`config.mk`:
```
export PLATFORM = sky130hd
export DESIGN_NAME = ising_core_top
export DESIGN_NICKNAME = d
export VERILOG_FILES = /design/src/ising_pkg.sv /design/src/ising_reg_file.sv /design/src/coupling_mem.sv /design/src/energy_engine.sv /design/src/energy_out_queue.sv /design/src/ising_core_top.sv
export VERILOG_INCLUDE_DIRS = /design/src /design/src/src
export SDC_FILE = /design/constraint.sdc
export NUM_CORES = 1
export LEC_CHECK = 0
export BUFFER_PORTS_ARGS = -buffer_cell sky130_fd_sc_hd__buf_2
export CELL_PAD_IN_SITES_DETAIL_PLACEMENT = 1
export CELL_PAD_IN_SITES_GLOBAL_PLACEMENT = 2
export CORE_ASPECT_RATIO = 0.9
export CORE_MARGIN = 4
export CORE_UTILIZATION = 30
export DETAILED_ROUTE_END_ITERATION = 7
export GPL_TIMING_DRIVEN = 0
export PLACE_DENSITY_LB_ADDON = 0.2
export SYNTH_ARGS = -nofsm -noshare
export SYNTH_HDL_FRONTEND = slang
export SYNTH_SLANG_ARGS = --single-unit
```
`constraint.sdc`:
```
create_clock -name clk_i -period 11.75 [get_ports clk_i]
set_clock_uncertainty 0.05 [all_clocks]
set_input_delay 2.35 -clock clk_i [delete_from_list [all_inputs] [get_ports clk_i]]
set_output_delay 2.35 -clock clk_i [all_outputs]
set_load 0.01 [all_outputs]
```
`src/ising_defines.svh`:
```
`ifndef ISING_DEFINES_SVH
`define ISING_DEFINES_SVH

// Problem size
`define ISING_NUM_SPIN 8

// Signed coupling weight width
`define ISING_BIT_J 4

// Signed bias width
`define ISING_BIT_H 8

`define ISING_ENERGY_W 16

// Host register data width
`define ISING_REG_DW 16

// Result queue entries
`define ISING_QUEUE_DEPTH 4

// Credits the consumer grants after reset
`define ISING_MAX_CREDITS 2

`endif

```
`src/ising_pkg.sv`:
```
package ising_pkg;

`include "ising_defines.svh"

    // Bit 1 is spin +1, bit 0 is spin -1
    typedef logic [`ISING_NUM_SPIN-1:0] spin_t;

    // Weight j at bit offset j*ISING_BIT_J
    typedef logic [`ISING_NUM_SPIN*`ISING_BIT_J-1:0] j_row_t;
    typedef logic [$clog2(`ISING_NUM_SPIN)-1:0] j_addr_t;

    typedef logic signed [`ISING_BIT_H-1:0] hbias_t;
    typedef logic signed [`ISING_ENERGY_W-1:0] energy_t;

    // Host register map
    typedef enum logic [1:0] {
        REG_CTRL   = 2'd0,
        REG_SPIN   = 2'd1,
        REG_HBIAS  = 2'd2,
        REG_STATUS = 2'd3
    } reg_addr_e;

    typedef enum logic [1:0] {
        ST_IDLE = 2'd0,
        ST_RUN  = 2'd1,
        ST_PUSH = 2'd2
    } engine_state_e;

endpackage

```
`src/ising_reg_file.sv`:
```
`include "ising_defines.svh"

module ising_reg_file (
    input  logic                     clk_i,
    input  logic                     rst_n_i,
    input  logic                     reg_valid_i,
    input  logic                     reg_write_i,
    input  ising_pkg::reg_addr_e     reg_addr_i,
    input  logic [`ISING_REG_DW-1:0] reg_wdata_i,
    output logic [`ISING_REG_DW-1:0] reg_rdata_o,
    output logic                     reg_rvalid_o,
    input  logic                     engine_idle_i,
    input  logic [2:0]               queue_count_i,
    output logic                     start_o,
    output ising_pkg::spin_t         spin_o,
    output ising_pkg::hbias_t        hbias_o
);
    import ising_pkg::*;

    spin_t                    spin_q;
    hbias_t                   hbias_q;
    logic                     start_q;
    logic                     rvalid_q;
    logic [`ISING_REG_DW-1:0] rdata_q;
    logic [`ISING_REG_DW-1:0] rdata_d;
    logic                     wr_en;
    logic                     rd_en;

    assign wr_en = reg_valid_i && reg_write_i;
    assign rd_en = reg_valid_i && !reg_write_i;

    // Read mux, status is sampled live
    always_comb begin
        rdata_d = '0;
        case (reg_addr_i)
            REG_SPIN:   rdata_d[`ISING_NUM_SPIN-1:0] = spin_q;
            REG_HBIAS:  rdata_d[`ISING_BIT_H-1:0] = hbias_q;
            REG_STATUS: rdata_d[3:0] = {queue_count_i, engine_idle_i};
            default:    rdata_d = '0;
        endcase
    end

    always_ff @(posedge clk_i or negedge rst_n_i) begin
        if (!rst_n_i) begin
            spin_q   <= '0;
            hbias_q  <= '0;
            start_q  <= 1'b0;
            rvalid_q <= 1'b0;
        end else begin
            // One-cycle start pulse
            start_q  <= wr_en && (reg_addr_i == REG_CTRL) && reg_wdata_i[0];
            rvalid_q <= rd_en;
            if (wr_en && (reg_addr_i == REG_SPIN)) begin
                spin_q <= reg_wdata_i[`ISING_NUM_SPIN-1:0];
            end
            if (wr_en && (reg_addr_i == REG_HBIAS)) begin
                hbias_q <= reg_wdata_i[`ISING_BIT_H-1:0];
            end
        end
    end

    always_ff @(posedge clk_i) begin
        if (rd_en) begin
            rdata_q <= rdata_d;
        end
    end

    assign reg_rdata_o  = rdata_q;
    assign reg_rvalid_o = rvalid_q;
    assign start_o      = start_q;
    assign spin_o       = spin_q;
    assign hbias_o      = hbias_q;

endmodule

```
`src/coupling_mem.sv`:
```
`include "ising_defines.svh"

module coupling_mem (
    input  logic               clk_i,
    input  logic               wr_en_i,
    input  ising_pkg::j_addr_t waddr_i,
    input  ising_pkg::j_row_t  wdata_i,
    input  logic               rd_en_i,
    input  ising_pkg::j_addr_t raddr_i,
    output ising_pkg::j_row_t  rdata_o
);
    import ising_pkg::*;

    // One row of weights per spin
    j_row_t mem_q [`ISING_NUM_SPIN];
    j_row_t rdata_q;

    // Host load port
    always_ff @(posedge clk_i) begin
        if (wr_en_i) begin
            mem_q[waddr_i] <= wdata_i;
        end
    end

    // Engine port, same-row collision reads the old row
    always_ff @(posedge clk_i) begin
        if (rd_en_i) begin
            rdata_q <= mem_q[raddr_i];
        end
    end

    assign rdata_o = rdata_q;

endmodule

```
`src/energy_engine.sv`:
```
`include "ising_defines.svh"

module energy_engine (
    input  logic               clk_i,
    input  logic               rst_n_i,
    input  logic               start_i,
    input  ising_pkg::spin_t   spin_i,
    input  ising_pkg::hbias_t  hbias_i,
    output logic               rd_en_o,
    output ising_pkg::j_addr_t raddr_o,
    input  ising_pkg::j_row_t  rdata_i,
    input  logic               full_i,
    output logic               push_o,
    output ising_pkg::energy_t energy_o,
    output logic               idle_o
);
    import ising_pkg::*;

    localparam j_addr_t LAST_ROW = j_addr_t'(`ISING_NUM_SPIN - 1);

    engine_state_e state_q;
    j_addr_t       cnt_q;
    logic          issue_done_q;
    logic          rd_valid_q;
    j_addr_t       row_q;
    spin_t         spin_q;
    hbias_t        hbias_q;
    energy_t       acc_q;
    energy_t       row_term;
    energy_t       spin_sum;

    // Sum over j of J[i][j] * sigma_j
    function automatic energy_t row_dot(input j_row_t row, input spin_t s);
        energy_t sum;
        energy_t w;
        sum = '0;
        for (int j = 0; j < `ISING_NUM_SPIN; j++) begin
            w   = energy_t'(signed'(row[j*`ISING_BIT_J +: `ISING_BIT_J]));
            sum = s[j] ? sum + w : sum - w;
        end
        return sum;
    endfunction

    // Sum of sigma, 2*ones - N
    function automatic energy_t sigma_sum(input spin_t s);
        energy_t ones;
        ones = '0;
        for (int j = 0; j < `ISING_NUM_SPIN; j++) begin
            ones = ones + energy_t'(s[j]);
        end
        return (ones <<< 1) - energy_t'(`ISING_NUM_SPIN);
    endfunction

    //////////////////////////////////////////////////
    // Row sequencing
    //////////////////////////////////////////////////
    assign rd_en_o = (state_q == ST_RUN) && !issue_done_q;
    assign raddr_o = cnt_q;

    always_ff @(posedge clk_i or negedge rst_n_i) begin
        if (!rst_n_i) begin
            state_q      <= ST_IDLE;
            cnt_q        <= '0;
            issue_done_q <= 1'b0;
            rd_valid_q   <= 1'b0;
            row_q        <= '0;
        end else begin
            rd_valid_q <= rd_en_o;
            row_q      <= raddr_o;
            case (state_q)
                ST_IDLE: begin
                    if (start_i) begin
                        state_q      <= ST_RUN;
                        cnt_q        <= '0;
                        issue_done_q <= 1'b0;
                    end
                end
                ST_RUN: begin
                    if (rd_en_o) begin
                        cnt_q <= cnt_q + j_addr_t'(1);
                        if (cnt_q == LAST_ROW) begin
                            issue_done_q <= 1'b1;
                        end
                    end
                    // Last row lands this cycle
                    if (rd_valid_q && (row_q == LAST_ROW)) begin
                        state_q <= ST_PUSH;
                    end
                end
                ST_PUSH: begin
                    if (!full_i) begin
                        state_q <= ST_IDLE;
                    end
                end
                default: state_q <= ST_IDLE;
            endcase
        end
    end

    //////////////////////////////////////////////////
    // Accumulator
    //////////////////////////////////////////////////
    assign row_term = row_dot(rdata_i, spin_q);

    always_ff @(posedge clk_i) begin
        if ((state_q == ST_IDLE) && start_i) begin
            spin_q  <= spin_i;
            hbias_q <= hbias_i;
            acc_q   <= '0;
        end else if (rd_valid_q) begin
            acc_q <= spin_q[row_q] ? acc_q + row_term : acc_q - row_term;
        end
    end

    assign spin_sum = sigma_sum(spin_q);
    assign energy_o = -acc_q - (energy_t'(hbias_q) * spin_sum);
    assign push_o   = (state_q == ST_PUSH) && !full_i;
    assign idle_o   = (state_q == ST_IDLE);

endmodule

```
`src/energy_out_queue.sv`:
```
`include "ising_defines.svh"

module energy_out_queue (
    input  logic               clk_i,
    input  logic               rst_n_i,
    input  logic               push_i,
    input  ising_pkg::energy_t push_data_i,
    output logic               full_o,
    output logic [2:0]         count_o,
    input  logic               credit_i,
    output logic               energy_valid_o,
    output ising_pkg::energy_t energy_o
);
    import ising_pkg::*;

    localparam int DEPTH  = `ISING_QUEUE_DEPTH;
    localparam int PTR_W  = $clog2(DEPTH);
    localparam int CRED_W = $clog2(`ISING_MAX_CREDITS + 1);

    energy_t           mem_q [DEPTH];
    logic [PTR_W-1:0]  wr_ptr_q;
    logic [PTR_W-1:0]  rd_ptr_q;
    logic [2:0]        count_q;
    logic [CRED_W-1:0] credit_q;
    logic              valid_q;
    energy_t           data_q;
    logic              push_ok;
    logic              pop;
    logic              bypass;
    logic              store;
    logic              drain;

    assign full_o  = (count_q == 3'(DEPTH));
    assign push_ok = push_i && !full_o;

    // Empty queue hands a fresh push straight to the link
    assign pop    = (credit_q != '0) && ((count_q != '0) || push_ok);
    assign bypass = pop && (count_q == '0);
    assign store  = push_ok && !bypass;
    assign drain  = pop && !bypass;

    always_ff @(posedge clk_i or negedge rst_n_i) begin
        if (!rst_n_i) begin
            wr_ptr_q <= '0;
            rd_ptr_q <= '0;
            count_q  <= '0;
            credit_q <= CRED_W'(`ISING_MAX_CREDITS);
            valid_q  <= 1'b0;
        end else begin
            valid_q <= pop;
            if (store) begin
                wr_ptr_q <= wr_ptr_q + PTR_W'(1);
            end
            if (drain) begin
                rd_ptr_q <= rd_ptr_q + PTR_W'(1);
            end
            count_q <= count_q + 3'(store) - 3'(drain);
            // One credit spent per word, one back per pulse
            case ({pop, credit_i})
                2'b10:   credit_q <= credit_q - CRED_W'(1);
                2'b01:   credit_q <= credit_q + CRED_W'(1);
                default: credit_q <= credit_q;
            endcase
        end
    end

    always_ff @(posedge clk_i) begin
        if (store) begin
            mem_q[wr_ptr_q] <= push_data_i;
        end
        if (pop) begin
            data_q <= bypass ? push_data_i : mem_q[rd_ptr_q];
        end
    end

    assign count_o        = count_q;
    assign energy_valid_o = valid_q;
    assign energy_o       = data_q;

endmodule

```
`src/ising_core_top.sv`:
```
`include "ising_defines.svh"

module ising_core_top (
    input  logic                     clk_i,
    input  logic                     rst_n_i,
    input  logic                     reg_valid_i,
    input  logic                     reg_write_i,
    input  ising_pkg::reg_addr_e     reg_addr_i,
    input  logic [`ISING_REG_DW-1:0] reg_wdata_i,
    output logic [`ISING_REG_DW-1:0] reg_rdata_o,
    output logic                     reg_rvalid_o,
    input  logic                     j_wr_en_i,
    input  ising_pkg::j_addr_t       j_waddr_i,
    input  ising_pkg::j_row_t        j_wdata_i,
    input  logic                     credit_i,
    output logic                     energy_valid_o,
    output ising_pkg::energy_t       energy_o
);
    import ising_pkg::*;

    logic       start;
    spin_t      spin;
    hbias_t     hbias;
    logic       engine_idle;
    logic [2:0] queue_count;
    logic       j_rd_en;
    j_addr_t    j_raddr;
    j_row_t     j_rdata;
    logic       q_full;
    logic       q_push;
    energy_t    q_energy;

    //////////////////////////////////////////////////
    // Host side
    //////////////////////////////////////////////////
    ising_reg_file u_reg_file (
        .clk_i         (clk_i        ),
        .rst_n_i       (rst_n_i      ),
        .reg_valid_i   (reg_valid_i  ),
        .reg_write_i   (reg_write_i  ),
        .reg_addr_i    (reg_addr_i   ),
        .reg_wdata_i   (reg_wdata_i  ),
        .reg_rdata_o   (reg_rdata_o  ),
        .reg_rvalid_o  (reg_rvalid_o ),
        .engine_idle_i (engine_idle  ),
        .queue_count_i (queue_count  ),
        .start_o       (start        ),
        .spin_o        (spin         ),
        .hbias_o       (hbias        )
    );

    coupling_mem u_coupling_mem (
        .clk_i   (clk_i    ),
        .wr_en_i (j_wr_en_i),
        .waddr_i (j_waddr_i),
        .wdata_i (j_wdata_i),
        .rd_en_i (j_rd_en  ),
        .raddr_i (j_raddr  ),
        .rdata_o (j_rdata  )
    );

    //////////////////////////////////////////////////
    // Compute and output link
    //////////////////////////////////////////////////
    energy_engine u_energy_engine (
        .clk_i    (clk_i      ),
        .rst_n_i  (rst_n_i    ),
        .start_i  (start      ),
        .spin_i   (spin       ),
        .hbias_i  (hbias      ),
        .rd_en_o  (j_rd_en    ),
        .raddr_o  (j_raddr    ),
        .rdata_i  (j_rdata    ),
        .full_i   (q_full     ),
        .push_o   (q_push     ),
        .energy_o (q_energy   ),
        .idle_o   (engine_idle)
    );

    energy_out_queue u_energy_out_queue (
        .clk_i          (clk_i         ),
        .rst_n_i        (rst_n_i       ),
        .push_i         (q_push        ),
        .push_data_i    (q_energy      ),
        .full_o         (q_full        ),
        .count_o        (queue_count   ),
        .credit_i       (credit_i      ),
        .energy_valid_o (energy_valid_o),
        .energy_o       (energy_o      )
    );

endmodule

```
* Word level (Yosys, flattened, before mapping)
Memory sizes are Yosys's and may differ from the RTL's. A register that Yosys moved wholly into a read port is not among the register bits.
Cells that the tools add are included.
** Storage, ports and cells
- Input port bits :: 59
- Register bits :: 94
- Word-level logic and storage cells :: 132
- Memories :: 2
- Output and inout port bits :: 34
- RAM bits :: 320
** Cells by class
- Multipliers :: 1
- Add/sub/neg operators :: 34
- Muxes and demuxes :: 30
- Equality and inequality tests :: 15
- Order comparisons :: 1
- Reductions and logical operators :: 30
** Memories
- u_coupling_mem.mem_q :: words 8, bits a word 32, rd ports 1, clocked after memory_dff 1, write ports 1, RTL line coupling_mem.sv:15 : j_row_t mem_q [`ISING_NUM_SPIN];
- u_energy_out_queue.mem_q :: words 4, bits a word 16, rd ports 1, clocked after memory_dff 0, write ports 1, RTL line energy_out_queue.sv:20 : energy_t mem_q [DEPTH];
** Operators with widths (number)
- $mux 16 :: 10
- $add 16x4->16 :: 7
- $sub 16x4->16 :: 7
- $add 15x2->15 :: 6
- $sub 16x16->16 :: 2
- $add 16x16->16 :: 1
- $mul 8x16->16 :: 1
- $neg 16->16 :: 1
- $sub 16x5->16 const B :: 1
- $logic_and 1x1->1 :: 15
- $pmux 4 s3 :: 1
- $eq 3x3->1 const B :: 3
- $eq 2x2->1 const B :: 4
- $mux 1 :: 8
- $ne 2x2->1 const B :: 4
- $pmux 4 s2 :: 1
- $add 2x1->2 const B :: 3
- $eq 2x1->1 const B :: 3
- $mux 2 :: 3
- $mux 3 :: 2
- $pmux 2 s3 :: 1
- $pmux 3 s2 :: 1
- $reduce_and 3->1 :: 2
- $reduce_bool 2->1 :: 3
- other kinds (17) :: 21

* Logic depth before layout (Yosys ltp)
- Depth after elaboration :: 18
- Gate-level depth with buffers :: 56
- Mapped depth without buffers :: 55

* By module
Synthesis repeated with hierarchy kept, for this count alone.
** Unflattened totals
- Cell total of the unflattened synthesis :: 1917
- Area total of the unflattened synthesis :: 26217.6 um^2
** By module, submodules not included
- coupling_mem :: instances 1, cells each 415, area each 10786.6 um^2, sequential area each 8648.3 um^2
- energy_engine :: instances 1, cells each 1259, area each 10674.0 um^2, sequential area each 1051.0 um^2
- energy_out_queue :: instances 1, cells each 164, area each 3583.4 um^2, sequential area each 2653.8 um^2
- ising_reg_file :: instances 1, cells each 79, area each 1173.6 um^2, sequential area each 690.7 um^2

* Least setup slack after synthesis
No wires, ideal clock.
- Kind :: reg2reg
- Start :: register u_coupling_mem.rdata_q[4] (netlist: u_coupling_mem.rdata_o[4]), read port of u_coupling_mem.mem_q
- End :: register u_energy_engine.acc_q[15]
- Arrival :: 9.457 ns
- Buffers on the path :: 1
- Required time :: 11.628 ns
- Clock period less this slack :: 9.578 ns
- Library setup time :: 0.072 ns
- Cell stages (with the launch flop) :: 46
- Slack :: 2.172 ns
- Cells stage by stage :: edfxtp_1 > inv_1 > ha_1 > nand3_1 > ha_1 > a21oi_1 > ha_1 > clkbuf_1 > a221oi_1 > xnor2_1 > ha_1 > o21a_1 > o21ai_0 > nand2b_1 > nand2_1 > xnor2_1 > ha_1 > a21oi_1 > (+10 left out) > ha_1 > inv_1 > and3_1 > a2111oi_0 > o211ai_1 > a2111oi_4 > a21oi_1 > xor2_1 > ha_1 > a21oi_1 > nor3b_1 > o211ai_1 > a311oi_1 > o21bai_1 > xnor3_4 > and4_2 > nor4_2 > mux2i_1
** Between the ends
- Cells in the longest elaborated chain, start to end :: 16
- Elaborated cells between the ends (all ways) :: 24
- Those cells by class :: add/sub: 16; mux: 8
** Ends and longest elaborated chain
- start, declared :: RTL line coupling_mem.sv:16 : j_row_t rdata_q;
- $sub 16x4->16 / $add 16x4->16 (equally long branches) :: RTL line energy_engine.sv:39 : sum = s[j] ? sum + w : sum - w;
- $mux 16 (*) :: RTL line energy_engine.sv:39
- $sub 16x4->16 / $add 16x4->16 (equally long branches) :: RTL line energy_engine.sv:39
- $mux 16 (*) :: RTL line energy_engine.sv:39
- $sub 16x4->16 / $add 16x4->16 (equally long branches) :: RTL line energy_engine.sv:39
- $mux 16 (*) :: RTL line energy_engine.sv:39
- $sub 16x4->16 / $add 16x4->16 (equally long branches) :: RTL line energy_engine.sv:39
- $mux 16 (*) :: RTL line energy_engine.sv:39
- $sub 16x4->16 / $add 16x4->16 (equally long branches) :: RTL line energy_engine.sv:39
- $mux 16 (*) :: RTL line energy_engine.sv:39
- $sub 16x4->16 / $add 16x4->16 (equally long branches) :: RTL line energy_engine.sv:39
- $mux 16 (*) :: RTL line energy_engine.sv:39
- $sub 16x4->16 / $add 16x4->16 (equally long branches) :: RTL line energy_engine.sv:39
- $mux 16 (*) :: RTL line energy_engine.sv:39
- $sub 16x16->16 / $add 16x16->16 (equally long branches) :: RTL line energy_engine.sv:111 : acc_q <= spin_q[row_q] ? acc_q + row_term : acc_q - row_term;
- $mux 16 (*) :: RTL line energy_engine.sv:111
- end signal, assigned :: RTL line energy_engine.sv:111
- end, declared :: RTL line energy_engine.sv:28 : energy_t acc_q;
Mark *: on every way between the ends. The rest lies on a longest branch, timed or not.
A chain may end at the register's enable or synchronous reset.

* Worst setup path after layout
- Start :: register u_coupling_mem.rdata_q[0] (netlist: u_coupling_mem.rdata_o[0]), read port of u_coupling_mem.mem_q
- End :: register u_energy_engine.acc_q[15]
** Between the ends
- Cells in the longest elaborated chain, start to end :: 18
- Elaborated cells between the ends (all ways) :: 26
- Those cells by class :: add/sub: 17; mux: 9
** Ends and longest elaborated chain (RTL line)
- $sub 1x4->5 :: energy_engine.sv:39
- $mux 16 (*) :: energy_engine.sv:39
- $sub 16x4->16 / $add 16x4->16 (equally long branches) :: energy_engine.sv:39
- $mux 16 (*) :: energy_engine.sv:39
- $sub 16x4->16 / $add 16x4->16 (equally long branches) :: energy_engine.sv:39
- $mux 16 (*) :: energy_engine.sv:39
- $sub 16x4->16 / $add 16x4->16 (equally long branches) :: energy_engine.sv:39
- $mux 16 (*) :: energy_engine.sv:39
- (+2 left out)
- $sub 16x4->16 / $add 16x4->16 (equally long branches) :: energy_engine.sv:39
- $mux 16 (*) :: energy_engine.sv:39
- $sub 16x4->16 / $add 16x4->16 (equally long branches) :: energy_engine.sv:39
- $mux 16 (*) :: energy_engine.sv:39
- $sub 16x4->16 / $add 16x4->16 (equally long branches) :: energy_engine.sv:39
- $mux 16 (*) :: energy_engine.sv:39
- $sub 16x16->16 / $add 16x16->16 (equally long branches) :: energy_engine.sv:111
- $mux 16 (*) :: energy_engine.sv:111
Marks and branches as above.

==> out/results.txt <==
Drt drc = 0
Post-Syn Area = 0.0262 sq mm
Crit path max fanout = 5
#FFs+latches synth = 446
Vias in the first global route = 17180
Critical R2R Launch = u_coupling_mem.rdata_o[0]
CTS buffer count = 49
Top FF cell, synth = edfxtp_1
CP Class = flop to flop
Wirelength, routed = 64.8 mm
Status = complete, no violations
Core ar. = 0.0864 sq mm
Initial DRT Pass Iterations = 5
GP Congestion = 0.767
Gr usage total = 0.142
Post-placement cell count = 3230
Layout area overhead = 14.5%
End of the critical path = u_energy_engine.acc_q[15]
Synth unique cells = 89
Max-cap violations = 0
CP Capture Type = flop
Hold Crit Class = flop to flop
Initial antenna violation count = 5
Vias = 16021
Worst relative slew slack = 0.247
Number of antenna-violating nets in the routed design = 0
Synthesis Warnings = 0
Post-synthesis sequential area ratio = 0.497
Slowest library cell on the worst path = fa_1
Top-level port count = 93
CTS root buffer = clkbuf_16
Clock-pin slew on the worst setup and hold paths = 60 ps
Full die area = 0.0922 sq mm
Post-DP HPWL = 50.3 mm
Fin. Hold Viols = 0
Layout cells sized above 1 = 0.175
Skew-Pair Late Insertion Delay = 590 ps
Flop-to-flop setup slack = 1010 ps
Iteration-0 DRC Markers = 719
Slew Viols, Final = 0
First-pass GRT wire length = 102 mm
Synth top area share = 0.449
Initial core utilization = 0.304
Count leader, synth = edfxtp_1
Max Buffers Root-to-Sink = 3
Gate Count Post-Synth = 1987
Vias per cell = 4.82
Post-synth top area cell = edfxtp_1
Crit path launch = u_coupling_mem.rdata_o[0]
FMAX = 93.1 MHz
Post-synth EDFFs = 392
Width of the chip = 320 microns
Setup_tns = 0 ps
Clock sinks = 446
IO Port Bufs = 76
Critical path required time = 12220 ps
Die H = 289 microns
Worst Max-Slew Pin Slew = 1120 ps
Syn Area/Cell = 13.2 sq um
Worst R2R Path Depth = 42
CTS H-tree lvls = 2
Worst R2R End = u_energy_engine.acc_q[15]
Average wire per standard cell = 19.5 microns
RSZ-0062 raised after global routing = false
Overflow after GRT = 0
Final clock period utilization by the worst path = 0.914
Ys async rst share = 0.0852
Critical Path Source Type = flop
Ranking of synthesized cells by area = edfxtp_1 (45%), ha_1 (9.8%), mux4_2 (7.0%)
Setup violations, final = 0
Layout Cells excl Fill = 3327
Nets = 2477
Pre-CTS setup slack = -67.0 ps
Critical Path AT = 11210 ps
Slowest Stage Delay on Critical Path = 550 ps
Post-layout min period = 10740 ps
Final Worst Setup Slack = 1010 ps
Row count = 102
Most frequent cells after synthesis = edfxtp_1 (392), ha_1 (206), inv_1 (177)
CTS tree = built
Largest net degree at the start of global routing = 39
Hold_buf cts = 0
[flip-flops by register name, summed over array words and instances (netlist names), 2 cells and up]
signal	count
u_energy_out_queue.rd_ptr_q	2
u_reg_file.hbias_o	8
u_reg_file.spin_o	8
u_energy_engine.acc_q	16
u_coupling_mem.mem_q	256
u_energy_out_queue.energy_o	16
u_energy_out_queue.wr_ptr_q	2
u_energy_engine.state_q	2
u_reg_file.reg_rdata_o	8
u_energy_engine.raddr_o	3
u_energy_out_queue.mem_q	64
u_coupling_mem.rdata_o	32
u_energy_engine.spin_q	8
u_energy_engine.row_q	3
u_energy_engine.hbias_q	8
u_energy_out_queue.credit_q	2
u_energy_out_queue.count_o	3
[routing by layer]
| layer | routed length [microns] | up-vias | global-route usage |
|---|---|---|---|
| met5 | 26 | - | 0 |
| met4 | 1220 | 4 | 0.0328 |
| met3 | 1910 | 67 | 0.0184 |
| met2 | 29300 | 178 | 0.224 |
| met1 | 32300 | 8111 | 0.208 |
| li1 | - | 7661 | - |
[cells by family (layout without fill, tap and decap cells)]
kind of cell    after synthesis  in the layout  share of synthesized area
other cells                   1             11                   0.000143
xor+xnor                    155            155                     0.0524
simple gates                370            370                     0.0707
flops                       446            446                      0.497
buf+inv                     222            408                     0.0331
compound gates              350            350                     0.0877
mux                         165            165                      0.106
fa+ha+maj                   278            278                      0.153
[metrics by stage]
stage,hold WS [ps],cell area [sq um],utilization
after floorplan,328,26300,-
after global placement,352,28100,0.325
after detailed placement,352,28400,0.328
after CTS,364,30000,0.347
after global routing,375,30000,0.348
final,359,30100,0.348
[worst min path at each step]
stage,from,endpoint,slack (ps),depth (start not counted)
CTS,u_energy_engine.raddr_o[2],u_energy_engine.row_q[2],360,0
finish,u_energy_engine.raddr_o[2],u_energy_engine.row_q[2],360,0
global placement,u_energy_engine.raddr_o[2],u_energy_engine.row_q[2],350,0
floorplan,u_energy_engine.raddr_o[2],u_energy_engine.row_q[2],330,0
detailed placement,u_energy_engine.raddr_o[2],u_energy_engine.row_q[2],350,0
global route,u_energy_engine.raddr_o[2],u_energy_engine.row_q[2],370,0
[cell usage in the layout (no fill, tap or decap), types with 30 or more instances in the layout]
master	netlist	final
a21oi_1	110	108
buf_2	1	77
clkbuf_1	25	32
clkbuf_16	0	49
dfrtp_1	37	37
edfxtp_1	392	392
fa_1	72	72
ha_1	206	206
inv_1	177	177
mux2_2	72	72
mux4_2	82	82
nand2_1	72	72
nand2b_1	30	30
nor2_1	115	109
nor2b_1	31	31
o21ai_0	72	70
xnor2_1	112	112
xor2_1	42	41
[critical path, delay by kind of cell (launching register included)]
kind                       cells  cell delay (ps)
xor gates and xnor gates       5             1050
AOI/OAI and AO/OA             17             3730
buffers and inverters          4              390
and+or+nand+nor                5             1030
DFF                            1              450
adders and majority gates      9             3480
muxes                          2              490
[repair_timing]
item,4_1_cts,5_1_grt
gates resized for setup,1,12
buffers inserted,0,3
pin swaps,0,2
setup endpoints to repair,1,1
[area by class of cell]
cell class	count	area, sq um
Sequential cell	446	13000
Buffer	44	201
Multi-Input combinational cell	1326	12500
Tap cell	1144	1430
Timing Repair Buffer	95	636
Inverter	178	668
Clock buffer	61	1310
Antenna cell	3	7.51
Fill cell	9124	56400
Clock inverter	30	285
Power is not shown: default switching activity piles up to over one toggle a cycle in this logic, so the estimate is an artifact.
